**src/design/linebuf_cfg_pkg.sv**
```systemverilog
package linebuf_cfg_pkg;

  // filter and image limits
  localparam int MAX_FIL = 3;
  localparam int MAX_IMG = 32;
  localparam int MAX_PAD = (MAX_FIL - 1) / 2;

  // one bank takes the incoming row while MAX_FIL banks are read
  localparam int BUF_LINE = MAX_FIL + 1;

  // counts cover the padded row plus the spare column of a small filter
  localparam int SIZE_W = $clog2(MAX_IMG + 2 * MAX_PAD + MAX_FIL);

  localparam int ADDR_W = $clog2(MAX_IMG);   // column address inside a bank

  // bank selects run 1..BUF_LINE, 0 is no bank
  localparam int LINE_W = $clog2(BUF_LINE + 1);

  localparam int PIX_W = 16;

  localparam int CTRL_DELAY = 1;   // memory read latency

endpackage

```
**src/design/linebuf_types_pkg.sv**
```systemverilog
package linebuf_types_pkg;

  import linebuf_cfg_pkg::*;

  typedef logic [PIX_W-1:0] pixel_t;

  typedef logic [SIZE_W-1:0] size_t;   // image, column and row counts

  typedef logic [MAX_FIL-1:0] row_mask_t;   // one bit per window row

  // request parameters held for one image
  typedef struct packed {
    size_t img;
    size_t fil;
    size_t pad;
  } cfg_t;

  typedef struct packed {
    logic              we;
    logic [ADDR_W-1:0] addr;     // shared by write and reads
    logic [LINE_W-1:0] wsel;
    logic [LINE_W-1:0] rsel;     // bank of window row 0
    row_mask_t         row_en;
  } mem_ctrl_t;

  typedef struct packed {
    logic start;
    logic valid;
    logic stop;
  } mark_t;

  // index is the window row
  typedef pixel_t [MAX_FIL-1:0] column_t;

  // [row][col], col MAX_FIL-1 holds the newest column
  typedef pixel_t [MAX_FIL-1:0][MAX_FIL-1:0] window_t;

endpackage

```
**src/design/pipe_delay.sv**
```systemverilog
module pipe_delay #(
  parameter type payload_t = logic,
  parameter int  DEPTH     = 1
) (
  input  logic     clk,
  input  logic     xrst,
  input  payload_t din,
  output payload_t dout
);

  payload_t stage [DEPTH];

  always_ff @(posedge clk) begin
    if (!xrst) begin
      for (int i = 0; i < DEPTH; i++) begin
        stage[i] <= '0;
      end
    end else begin
      stage[0] <= din;
      for (int i = 1; i < DEPTH; i++) begin
        stage[i] <= stage[i-1];
      end
    end
  end

  assign dout = stage[DEPTH-1];

endmodule

```
**src/design/line_mem.sv**
```systemverilog
module line_mem (
  input  logic                          clk,
  input  logic                          xrst,
  input  linebuf_types_pkg::mem_ctrl_t  ctrl,
  input  linebuf_types_pkg::pixel_t     pixel,
  output linebuf_types_pkg::column_t    col,
  output linebuf_types_pkg::row_mask_t  row_en
);

  import linebuf_cfg_pkg::*;
  import linebuf_types_pkg::*;

  pixel_t bank [BUF_LINE][MAX_IMG];

  // array index of the bank k steps on from select code sel
  function automatic int bank_of(input logic [LINE_W-1:0] sel, input int k);
    int s;
    s = (int'(sel) - 1 + k) % BUF_LINE;
    if (s < 0)
      s = s + BUF_LINE;
    return s;
  endfunction

  always_ff @(posedge clk) begin
    if (ctrl.we && ctrl.wsel != '0) begin
      bank[bank_of(ctrl.wsel, 0)][ctrl.addr] <= pixel;
    end
  end

  // same column from MAX_FIL consecutive banks
  always_ff @(posedge clk) begin
    for (int k = 0; k < MAX_FIL; k++) begin
      col[k] <= bank[bank_of(ctrl.rsel, k)][ctrl.addr];
    end
  end

  pipe_delay #(
    .payload_t (row_mask_t),
    .DEPTH     (CTRL_DELAY)
  ) row_dly (
    .clk  (clk),
    .xrst (xrst),
    .din  (ctrl.row_en),
    .dout (row_en)
  );

endmodule

```
**src/design/window_shift.sv**
```systemverilog
module window_shift (
  input  logic                          clk,
  input  logic                          xrst,
  input  linebuf_types_pkg::column_t    col,
  input  linebuf_types_pkg::row_mask_t  row_en,
  input  linebuf_types_pkg::mark_t      mark_in,
  output linebuf_types_pkg::window_t    win,
  output linebuf_types_pkg::mark_t      mark
);

  import linebuf_cfg_pkg::*;
  import linebuf_types_pkg::*;

  column_t col_m;

  // masked rows and pad columns come in as zeros
  always_comb begin
    for (int k = 0; k < MAX_FIL; k++) begin
      col_m[k] = row_en[k] ? col[k] : '0;
    end
  end

  always_ff @(posedge clk) begin
    for (int k = 0; k < MAX_FIL; k++) begin
      for (int m = 0; m < MAX_FIL - 1; m++) begin
        win[k][m] <= win[k][m+1];   // older columns move left
      end
      win[k][MAX_FIL-1] <= col_m[k];
    end
  end

  always_ff @(posedge clk) begin
    if (!xrst) begin
      mark <= '0;
    end else begin
      mark <= mark_in;   // same edge as the window
    end
  end

endmodule

```
**src/design/linebuf_ctrl.sv**
```systemverilog
module linebuf_ctrl (
  input  logic                          clk,
  input  logic                          xrst,
  input  linebuf_types_pkg::size_t      img_size,
  input  linebuf_types_pkg::size_t      fil_size,
  input  linebuf_types_pkg::size_t      pad_size,
  input  logic                          req,
  output logic                          ack,
  output logic                          ready,
  output linebuf_types_pkg::mem_ctrl_t  mem_ctrl,
  output linebuf_types_pkg::mark_t      mark
);

  import linebuf_cfg_pkg::*;
  import linebuf_types_pkg::*;

  typedef enum logic [1:0] {
    S_WAIT,
    S_CHARGE,
    S_ACTIVE
  } state_t;

  state_t            state;
  cfg_t              cfg;
  logic [2:0]        ack_sr;
  logic              take;
  size_t             col_cnt;
  size_t             row_cnt;
  logic [LINE_W-1:0] bank_cnt;   // bank of the row being written, from 0
  size_t             offs;
  size_t             lag;
  size_t             width;
  logic              col_last;
  logic              charge_end;
  logic              active_end;
  logic              done;
  logic              real_col;
  row_mask_t         row_mask;

  // bank code holding the row `back` rows before the written one
  function automatic logic [LINE_W-1:0] read_sel(input logic [LINE_W-1:0] bank,
                                                 input size_t back);
    int s;
    s = (int'(bank) - int'(back)) % BUF_LINE;
    if (s < 0)
      s = s + BUF_LINE;
    return LINE_W'(s + 1);
  endfunction

  // a small filter sits centred in the window
  assign offs  = size_t'((MAX_FIL - int'(cfg.fil)) / 2);
  assign lag   = size_t'(MAX_FIL - 1) - offs;   // columns before the first window
  assign width = cfg.img + (cfg.pad << 1) + size_t'(MAX_FIL) - cfg.fil - offs;

  assign col_last   = col_cnt == width - 1'b1;
  assign charge_end = state == S_CHARGE && row_cnt == cfg.fil - cfg.pad - 1'b1 && col_last;
  assign active_end = state == S_ACTIVE && row_cnt == cfg.img + cfg.pad && col_last;

  assign take = state == S_WAIT && req && ack;
  assign ack  = state == S_WAIT && ack_sr[2];

  always_ff @(posedge clk) begin
    if (!xrst) begin
      state <= S_WAIT;
    end else begin
      case (state)
        S_WAIT:   if (take) state <= S_CHARGE;
        S_CHARGE: if (charge_end) state <= S_ACTIVE;
        S_ACTIVE: if (active_end) state <= S_WAIT;
        default:  state <= S_WAIT;
      endcase
    end
  end

  always_ff @(posedge clk) begin
    if (!xrst) begin
      cfg <= '0;
    end else if (take) begin
      cfg <= '{img: img_size, fil: fil_size, pad: pad_size};
    end
  end

  always_ff @(posedge clk) begin
    if (!xrst) begin
      ack_sr <= '0;
    end else begin
      ack_sr <= {ack_sr[1:0], state == S_WAIT};   // idle for 3 cycles
    end
  end

  always_ff @(posedge clk) begin
    if (!xrst) begin
      col_cnt  <= '0;
      row_cnt  <= '0;
      bank_cnt <= '0;
    end else if (state == S_WAIT || active_end) begin
      col_cnt  <= '0;
      row_cnt  <= '0;
      bank_cnt <= '0;
    end else if (col_last) begin
      col_cnt  <= '0;
      row_cnt  <= row_cnt + 1'b1;
      bank_cnt <= (bank_cnt == LINE_W'(BUF_LINE - 1)) ? '0 : bank_cnt + 1'b1;
    end else begin
      col_cnt <= col_cnt + 1'b1;
    end
  end

  assign real_col = col_cnt >= cfg.pad && col_cnt < cfg.img + cfg.pad;
  assign ready    = state != S_WAIT && row_cnt < cfg.img && real_col;

  // window row k reads image row row_cnt - fil - offs + k
  always_comb begin
    for (int k = 0; k < MAX_FIL; k++) begin
      row_mask[k] = real_col
                 && size_t'(k) >= offs
                 && size_t'(k) < offs + cfg.fil
                 && row_cnt + size_t'(k) >= cfg.fil + offs
                 && row_cnt + size_t'(k) < cfg.img + cfg.fil + offs;
    end
  end

  always_ff @(posedge clk) begin
    if (!xrst) begin
      mem_ctrl <= '0;
    end else if (state == S_WAIT) begin
      mem_ctrl <= '0;
    end else begin
      mem_ctrl.we     <= ready;   // pixel lands on this cycle
      mem_ctrl.addr   <= ADDR_W'(col_cnt - cfg.pad);
      mem_ctrl.wsel   <= bank_cnt + 1'b1;
      mem_ctrl.rsel   <= read_sel(bank_cnt, cfg.fil + offs);
      mem_ctrl.row_en <= row_mask;
    end
  end

  always_ff @(posedge clk) begin
    if (!xrst) begin
      done <= 1'b0;
      mark <= '0;
    end else begin
      done       <= active_end;
      mark.start <= state == S_ACTIVE && row_cnt == cfg.fil - cfg.pad && col_cnt == lag;
      mark.valid <= state == S_ACTIVE && col_cnt >= lag;
      mark.stop  <= done;   // one cycle past the last window
    end
  end

endmodule

```
**src/design/linebuf_pad_top.sv**
```systemverilog
module linebuf_pad_top (
  input  logic                        clk,
  input  logic                        xrst,
  input  linebuf_types_pkg::size_t    img_size,
  input  linebuf_types_pkg::size_t    fil_size,
  input  linebuf_types_pkg::size_t    pad_size,
  input  logic                        req,
  input  linebuf_types_pkg::pixel_t   pixel,
  output logic                        ack,
  output logic                        ready,
  output linebuf_types_pkg::window_t  win,
  output logic                        start,
  output logic                        valid,
  output logic                        stop
);

  import linebuf_cfg_pkg::*;
  import linebuf_types_pkg::*;

  mem_ctrl_t mem_ctrl;
  mark_t     ctrl_mark;
  mark_t     line_mark;   // aligned with the memory read
  mark_t     win_mark;
  column_t   col;
  row_mask_t row_en;

  linebuf_ctrl ctrl_unit (
    .clk      (clk),
    .xrst     (xrst),
    .img_size (img_size),
    .fil_size (fil_size),
    .pad_size (pad_size),
    .req      (req),
    .ack      (ack),
    .ready    (ready),
    .mem_ctrl (mem_ctrl),
    .mark     (ctrl_mark)
  );

  pipe_delay #(
    .payload_t (mark_t),
    .DEPTH     (CTRL_DELAY)
  ) mark_dly (
    .clk  (clk),
    .xrst (xrst),
    .din  (ctrl_mark),
    .dout (line_mark)
  );

  line_mem line_buf (
    .clk    (clk),
    .xrst   (xrst),
    .ctrl   (mem_ctrl),
    .pixel  (pixel),
    .col    (col),
    .row_en (row_en)
  );

  window_shift win_shift (
    .clk     (clk),
    .xrst    (xrst),
    .col     (col),
    .row_en  (row_en),
    .mark_in (line_mark),
    .win     (win),
    .mark    (win_mark)
  );

  assign start = win_mark.start;
  assign valid = win_mark.valid;
  assign stop  = win_mark.stop;

endmodule

```
**config.mk**
```make
export PLATFORM = sky130hd
export DESIGN_NAME = linebuf_pad_top
export DESIGN_NICKNAME = d
export VERILOG_FILES = /design/src/design/linebuf_cfg_pkg.sv /design/src/design/linebuf_types_pkg.sv /design/src/design/pipe_delay.sv /design/src/design/line_mem.sv /design/src/design/window_shift.sv /design/src/design/linebuf_ctrl.sv /design/src/design/linebuf_pad_top.sv
export SDC_FILE = /design/constraint.sdc
export NUM_CORES = 2
export LEC_CHECK = 0
export BUFFER_PORTS_ARGS = -buffer_cell sky130_fd_sc_hd__buf_2
export CELL_PAD_IN_SITES_DETAIL_PLACEMENT = 1
export CELL_PAD_IN_SITES_GLOBAL_PLACEMENT = 1
export CORE_MARGIN = 4
export CORE_UTILIZATION = 50
export CTS_CLUSTER_DIAMETER = 40
export CTS_CLUSTER_SIZE = 16
export DETAILED_ROUTE_END_ITERATION = 8
export GPL_ROUTABILITY_DRIVEN = 0
export PLACE_DENSITY_LB_ADDON = 0.08
export REMOVE_ABC_BUFFERS = 1
export SYNTH_ARGS = -nofsm -noshare
export SYNTH_HDL_FRONTEND = slang
export SYNTH_SLANG_ARGS = --single-unit
```
**constraint.sdc**
```tcl
create_clock -name clk -period 15.1 [get_ports clk]
set_input_delay 0.755 -clock clk [delete_from_list [all_inputs] [get_ports clk]]
set_output_delay 0.755 -clock clk [all_outputs]
set_load 0.02 [all_outputs]
```
Yosys cells after proc, flatten, opt, wreduce, memory -nomap -nowiden
Memories as Yosys holds them, arrays and structs flattened. A register that Yosys moved wholly into a read port is not among the register bits.
Cells that the tools add are included.
{"block": "op_classes", "n_addsub": 30, "multipliers": 0, "div": 0, "n_lt_le_gt_ge": 23, "n_eq_ne": 11, "shifts": 0, "n_mux": 32, "bitwise_logic": 8, "n_reduce_logical": 43}
{"op": "two-way mux 512 bit", "count": 1}
{"op": "binary-select mux 16 bit (select 5 bit)", "count": 3}
{"op": "two-way mux 16 bit", "count": 7}
{"op": "demux 16 bit (select 5 bit)", "count": 1}
{"op": "adder 32 x 2 -> 32 bit, second input constant", "count": 1}
{"op": "adder 32 x 3 -> 32 bit, second input constant", "count": 1}
{"op": "adder 6 bit", "count": 5}
{"op": "== test 6 bit", "count": 5}
{"op": ">= comparator 6 bit", "count": 5}
{"op": "less-than comparator 6 bit", "count": 5}
{"op": "logical AND 1 bit", "count": 27}
{"op": "two-way mux 3 bit", "count": 6}
{"op": "subtractor 6 bit", "count": 3}
{"op": "two-way mux 2 bit", "count": 8}
{"op": "less-than comparator 3 x 1 -> 1 bit, second input constant", "count": 5}
{"op": "OR reduction 2 bit", "count": 7}
{"op": "adder 6 x 1 -> 6 bit, second input constant", "count": 2}
{"op": "adder 6 x 2 -> 6 bit, second input constant", "count": 2}
{"op": ">= comparator 1 x 6 -> 1 bit, first input constant", "count": 2}
{"op": "less-than comparator 1 x 6 -> 1 bit, first input constant", "count": 2}
{"op": "subtractor 6 x 1 -> 6 bit, second input constant", "count": 2}
{"op": "OR reduction 3 bit", "count": 3}
{"op": "adder 2 x 1 -> 2 bit, second input constant", "count": 4}
{"op": "subtractor 3 x 1 -> 4 bit, second input constant", "count": 2}
{"op": "other kinds (27)", "count": 38}
{"block": "word_totals", "ff_bits": 249, "latchBits": 0, "mem_bits_rw": 2054, "romBits": 0, "inputBits": 37, "out_inout_bits": 149, "mem_count": 3}
{"memory": "line_buf.bank", "words": 4, "width": 512, "read_ports": 3, "rd_ports_with_merged_regs": 0, "wr": 1, "line": "line_mem.sv:13", "text": "pixel_t bank [BUF_LINE][MAX_IMG];"}
{"memory": "line_buf.row_dly.stage", "words": 1, "width": 3, "read_ports": 1, "rd_ports_with_merged_regs": 0, "wr": 1, "line": "pipe_delay.sv:11", "text": "payload_t stage [DEPTH];"}
{"memory": "mark_dly.stage", "words": 1, "width": 3, "read_ports": 1, "rd_ports_with_merged_regs": 1, "wr": 1, "line": "pipe_delay.sv:11"}

Logic depth before layout (Yosys ltp)
{"block": "depth", "ltp_word": 12, "depth_mapped": 25}

By module
Synthesis repeated with hierarchy kept, for this count alone.
{"block": "hier_totals", "cells_unflattened": 7528, "hier_area_um2": 117047.3}
{"mod": "line_mem", "instances": 1, "cells_each": 6665, "area_per_inst_um2": 108017.3, "seq_area_each_um2": 62459.9}
{"mod": "linebuf_ctrl", "instances": 1, "cells_each": 650, "area_per_inst_um2": 5532.8, "seq_area_each_um2": 1141.1}
{"mod": "window_shift", "instances": 1, "cells_each": 201, "area_per_inst_um2": 3339.5, "seq_area_each_um2": 2942.8}
{"mod": "pipe_delay", "instances": 2, "cells_each": 6, "area_per_inst_um2": 78.8, "seq_area_each_um2": 60.1}

Worst setup path before layout
Ideal clock, no wire load.
{"block": "synth_path", "path_kind": "flip-flop to flip-flop", "from": "register ctrl_unit.cfg[8] in the netlist's numbering", "to": "register ctrl_unit.bank_cnt[0]", "setup_time_ps": 72, "t_arrival_ps": 5324, "required_ps": 15028, "setup_slack_ps": 9704, "stages_incl_launch_ff": 26, "n_path_buf": 1, "path_cell_list": "dfxtp_1 -> inv_1 -> ha_1 -> nand2_1 -> nor2_1 -> nor2_1 -> ha_1 -> ha_1 -> nand2_1 -> nor2_1 -> xnor2_1 -> inv_1 -> fa_1 -> fa_1 -> inv_1 -> ha_1 -> inv_1 -> fa_1 -> xor2_1 -> xnor3_1 -> xnor2_1 -> xnor2_1 -> or2_1 -> clkbuf_1 -> or3_1 -> a21oi_1"}
{"block": "synth_via", "elab_chain_cells": 9}
{"element": "start: declaration", "line": "linebuf_ctrl.sv:24", "text": "cfg_t cfg;"}
{"element": "start signal: assignment", "line": "linebuf_ctrl.sv:79", "text": "cfg <= '{img: img_size, fil: fil_size, pad: pad_size};"}
{"element": "subtractor 2 x 6 -> 7 bit", "line": "linebuf_ctrl.sv:51", "text": "assign offs = size_t'((MAX_FIL - int'(cfg.fil)) / 2);"}
{"element": "AND 1 bit (no source line)"}
{"element": "adder 6 x 1 -> 6 bit (no source line)"}
{"element": "subtractor 6 bit *", "line": "linebuf_ctrl.sv:53", "text": "assign width = cfg.img + (cfg.pad << 1) + size_t'(MAX_FIL) - cfg.fil - offs;"}
{"element": "subtractor 6 x 1 -> 6 bit *", "line": "linebuf_ctrl.sv:55", "text": "assign col_last = col_cnt == width - 1'b1;"}
{"element": "== test 6 bit *", "line": "linebuf_ctrl.sv:55"}
{"element": "logical AND 1 bit", "line": "linebuf_ctrl.sv:57", "text": "assign active_end = state == S_ACTIVE && row_cnt == cfg.img + cfg.pad && col_last;"}
{"element": "logical OR 1 bit", "line": "linebuf_ctrl.sv:96", "text": "end else if (state == S_WAIT || active_end) begin"}
{"element": "OR reduction 2 bit (no source line)"}
{"element": "end signal: assignment", "line": "linebuf_ctrl.sv:103", "text": "bank_cnt <= (bank_cnt == LINE_W'(BUF_LINE - 1)) ? '0 : bank_cnt + 1'b1;"}
{"element": "end: declaration", "line": "linebuf_ctrl.sv:29", "text": "logic [LINE_W-1:0] bank_cnt;"}
Every way passes the cells marked *; elsewhere a longest branch is shown, timed or not.
A chain may end at the register's enable or synchronous reset.

Worst setup path after layout
{"block": "layout_path", "from": "register ctrl_unit.cfg[8] in the netlist's numbering", "to": "register ctrl_unit.bank_cnt[2]"}
Same word-level chain as after synthesis.

==> results.py <==
metrics = {
    "pwr": {
        "p_comb_share_pct": 2.7,
        "switching_share_pct": 22.3,
        "p_switching_mw": 3.70,
        "power_frac_seq_pct": 41.9,
        "ir_drop_mv": 0.126,
        "p_leak_nw": 42.7,
        "p_total_mw": 16.6,
        "pwr_density_cell_nw_per_um2": 120,
        "clkPwrFrac_pct": 55.4,
        "internal_power_mw": 12.9,
    },
    "clock_network": {
        "cts_tree": "yes",
        "cts_setup_buffers": 0,
        "clk_pin_slew_ps": 50,
        "htree_levels": 5,
        "post_cts_resized": 0,
        "clockRootBuffer": "clkbuf_16",
        "ctsLongestPathBuffers": 4,
        "clk_latency_ps": 980,
        "clkSinkCount": 2305,
        "cts-buffers-inserted": 406,
        "hold_buffers": 0,
    },
    "place": {
        "io_buffer_count": 185,
        "hpwlAfterDp_um": 286000,
    },
    "layout": {
        "layout_commonest_cell": "edfxtp_1",
        "area_growth_pct": 15.3,
        "drive_gt1_share_pct": 33.4,
        "final_cell_mix": "2,048 x edfxtp_1, 1,198 x mux4_2, 958 x mux2i_1",
        "nets": 7533,
    },
    "synth": {
        "synth-simple-area-share_pct": 3.83,
        "synthFlopType": "edfxtp_1",
        "async_flop_share_pct": 0,
        "synth_edf_count": 2048,
        "synth-xor-area-share_pct": 0.568,
        "ys_warn_count": 0,
        "yosysSeqAreaShare_pct": 55.6,
        "postSynthRegisterBits": 2305,
        "netlist_instances": 7121,
        "synth.area.mux_share_pct": 31.2,
        "netlist_area_um2": 120000,
        "synth.distinct_cells": 68,
        "synthAdderAreaFrac_pct": 1.24,
        "syn_avg_cell_area_um2": 16.8,
        "synth_top_family_by_area": "multiplexers",
        "synth_compound_area_share_pct": 4.58,
    },
    "routing": {
        "drtAntennaViolNets": 0,
        "avgViaCountPerCell": 7.05,
        "wl_per_cell_um": 39.5,
        "drc": 0,
        "wirelength_um": 432000,
        "drtIter0Drc": 10500,
        "drtPass1Iterations": 6,
        "via_count": 77000,
    },
    "die": {
        "ios": 186,
        "die_h_um": 498,
        "core-area_um2": 238000,
        "rows": 179,
        "floorplan.initialDensity_pct": 50.3,
        "dieArea_um2": 248000,
        "fp.dieW_um": 498,
    },
    "setup_path": {
        "startpoint": "ctrl_unit.cfg[8]",
        "critPathArrivalTime_ps": 6980,
        "path_class": "flop to flop",
        "path_max_fanout": 12,
        "critPathLaunchType": "flop",
        "cp-end-kind": "flop",
        "max_stage_delay_ps": 610,
        "crit_required_ps": 15890,
        "slowest_stage": "dfxtp_1",
        "reg2reg_from": "ctrl_unit.cfg[8]",
        "crit_chain": "inv_1 > ha_1 > nand2_1 > nor2_1 > nor2_1 > ha_1 > ha_1 > nand2_1 > nor2_1 > xnor2_1 > inv_1 > fa_1 > fa_1 > inv_1 > ha_1 > inv_1 > fa_1 > xor2_1 > xnor3_1 > xnor2_1 > xnor2_1 > or2_1 > mux2i_1 > nor2_1",
    },
    "sta": {
        "worst_pin_slew_ps": 1420,
        "setup_violations": 0,
        "slew_headroom_pct": 4.61,
        "final_min_period_over_clock_period_pct": 41.0,
        "finClkSkew_ps": 73.0,
        "fin_crit_ps": 6190,
        "worst_hold_slack_ps": 80.2,
        "fin_setup_tns_ps": 0,
        "finalHoldViolCount": 0,
        "fmax_mhz": 161,
        "slew_violations": 0,
        "rsz0062_at_grt": "no",
    },
    "global_routing": {
        "grt_pass1_wl_um": 601000,
        "grt-ovfl-total": 0,
        "grt_max_degree": 173,
        "antenna_found_initial": 55,
        "grt_pass1_vias": 76300,
        "grtUsageTotal_pct": 34.4,
    },
    "status": {
        "status": "finished clean",
    },
    "hold_path": {
        "hold_path.class": "input port to flop",
        "min_from": "img_size[0]",
    },
    "job": {
        "maxCapViolations": 0,
    },
}
worst paths after layout:
check / cells after the start / slack [ps] / to
max reg2reg: 24 / 8910 / ctrl_unit.bank_cnt[2]
max: 24 / 8910 / ctrl_unit.bank_cnt[2]
min reg2reg: 0 / 320 / win_shift.win[3]
min: 3 / 80 / ctrl_unit.cfg[12]
cell families (layout without fill, tap and decap cells):
group	Yosys count	count (layout)
AND/OR/NAND/NOR	894	894
flip-flops	2305	2305
multiplexers	2225	2225
AO/OA/AOI/OAI	866	866
other	0	42
buffers and inverters	647	1242
adder cells (fa/ha/maj)	111	111
XOR/XNOR	73	73
flip-flops by register name (all words and copies together) (netlist names):
name,count
ctrl_unit.ack_sr,3
ctrl_unit.bank_cnt,3
ctrl_unit.cfg,18
ctrl_unit.col_cnt,6
ctrl_unit.done,1
ctrl_unit.mark,3
ctrl_unit.mem_ctrl,14
ctrl_unit.row_cnt,6
ctrl_unit.state,2
line_buf.bank,2048
line_buf.col,48
line_buf.row_dly.stage,3
mark_dly.stage,3
win_shift.mark,3
win_shift.win,144
per-layer routing:
metal	global-route usage, %	vias to the layer above	part of all wire, %
li1	-	30400	-
met1	45.9	41000	37
met2	51.6	4628	45
met4	19.3	12	6.7
met5	0	-	0.019
met3	9.06	1075	11
cell usage after synthesis, drive strengths merged (4+ instances only):
cell type | n | area, µm²
o21bai | 4 | 30.0
o2111ai | 4 | 35.0
nand2b | 13 | 81.3
nor4b | 5 | 43.8
xnor2 | 42 | 368
or2 | 7 | 43.8
o21a | 6 | 45.0
a22oi | 86 | 646
mux2i | 958 | 9590
mux4 | 1198 | 27000
a21o | 11 | 82.6
nor4 | 10 | 62.6
o221ai | 5 | 43.8
o211ai | 8 | 65.1
o22ai | 88 | 551
and3 | 10 | 62.6
nand4 | 36 | 225
a211oi | 257 | 1930
buf | 447 | 2890
edfxtp | 2048 | 61500
and2 | 89 | 557
ha | 98 | 1230
clkbuf | 149 | 561
nand2 | 208 | 781
a21oi | 277 | 1390
xor2 | 28 | 245
or3 | 7 | 43.8
nor2b | 213 | 1330
or4 | 4 | 30.0
o21ai | 96 | 480
inv | 51 | 191
dfxtp | 257 | 5140
fa | 13 | 260
nor3 | 125 | 626
nor2 | 128 | 480
mux2 | 69 | 777
nand3 | 31 | 155
cell type report:
type,instances,area (µm²)
well taps,3167,3960
multi-input cells,4169,50400
clock buffers,452,10700
inverters,51,201
flip-flops and latches,2305,66700
repair buffers,452,3200
clock inverters,287,3000
fillers,21100,100000
diodes,42,105
per-stage QoR:
stage	utilization, %	instances	setup slack [ps]	instance area (µm²)
final	58.0	10900	8910	138000
after global routing	58.0	10900	8420	138000
after CTS	58.0	10900	8890	138000
after detailed placement	52.2	10100	9000	124000
after global placement	52.2	10100	8230	124000
after floorplan	-	6525	-51320	116000
critical path, delay by kind of cell (launching register included):
family / cells / cell delay, ps
DFF: 1 / 610
xor gates and xnor gates: 5 / 1380
adders and majority gates: 7 / 2340
buffers and inverters: 4 / 390
and+or+nand+nor: 7 / 1060
muxes: 1 / 270
power by group through the flow:
stage | Clock (mW) | Sequential (mW) | Combinational [mW]
after floorplan | 0 | 7.11 | 0.783
after global placement | 0 | 7.08 | 0.429
after detailed placement | 0 | 7.08 | 0.440
after CTS | 9.28 | 6.95 | 0.443
after global routing | 9.62 | 6.95 | 0.476
final | 9.20 | 6.95 | 0.447
No activity file was read; power rests on OpenSTA's default activity.
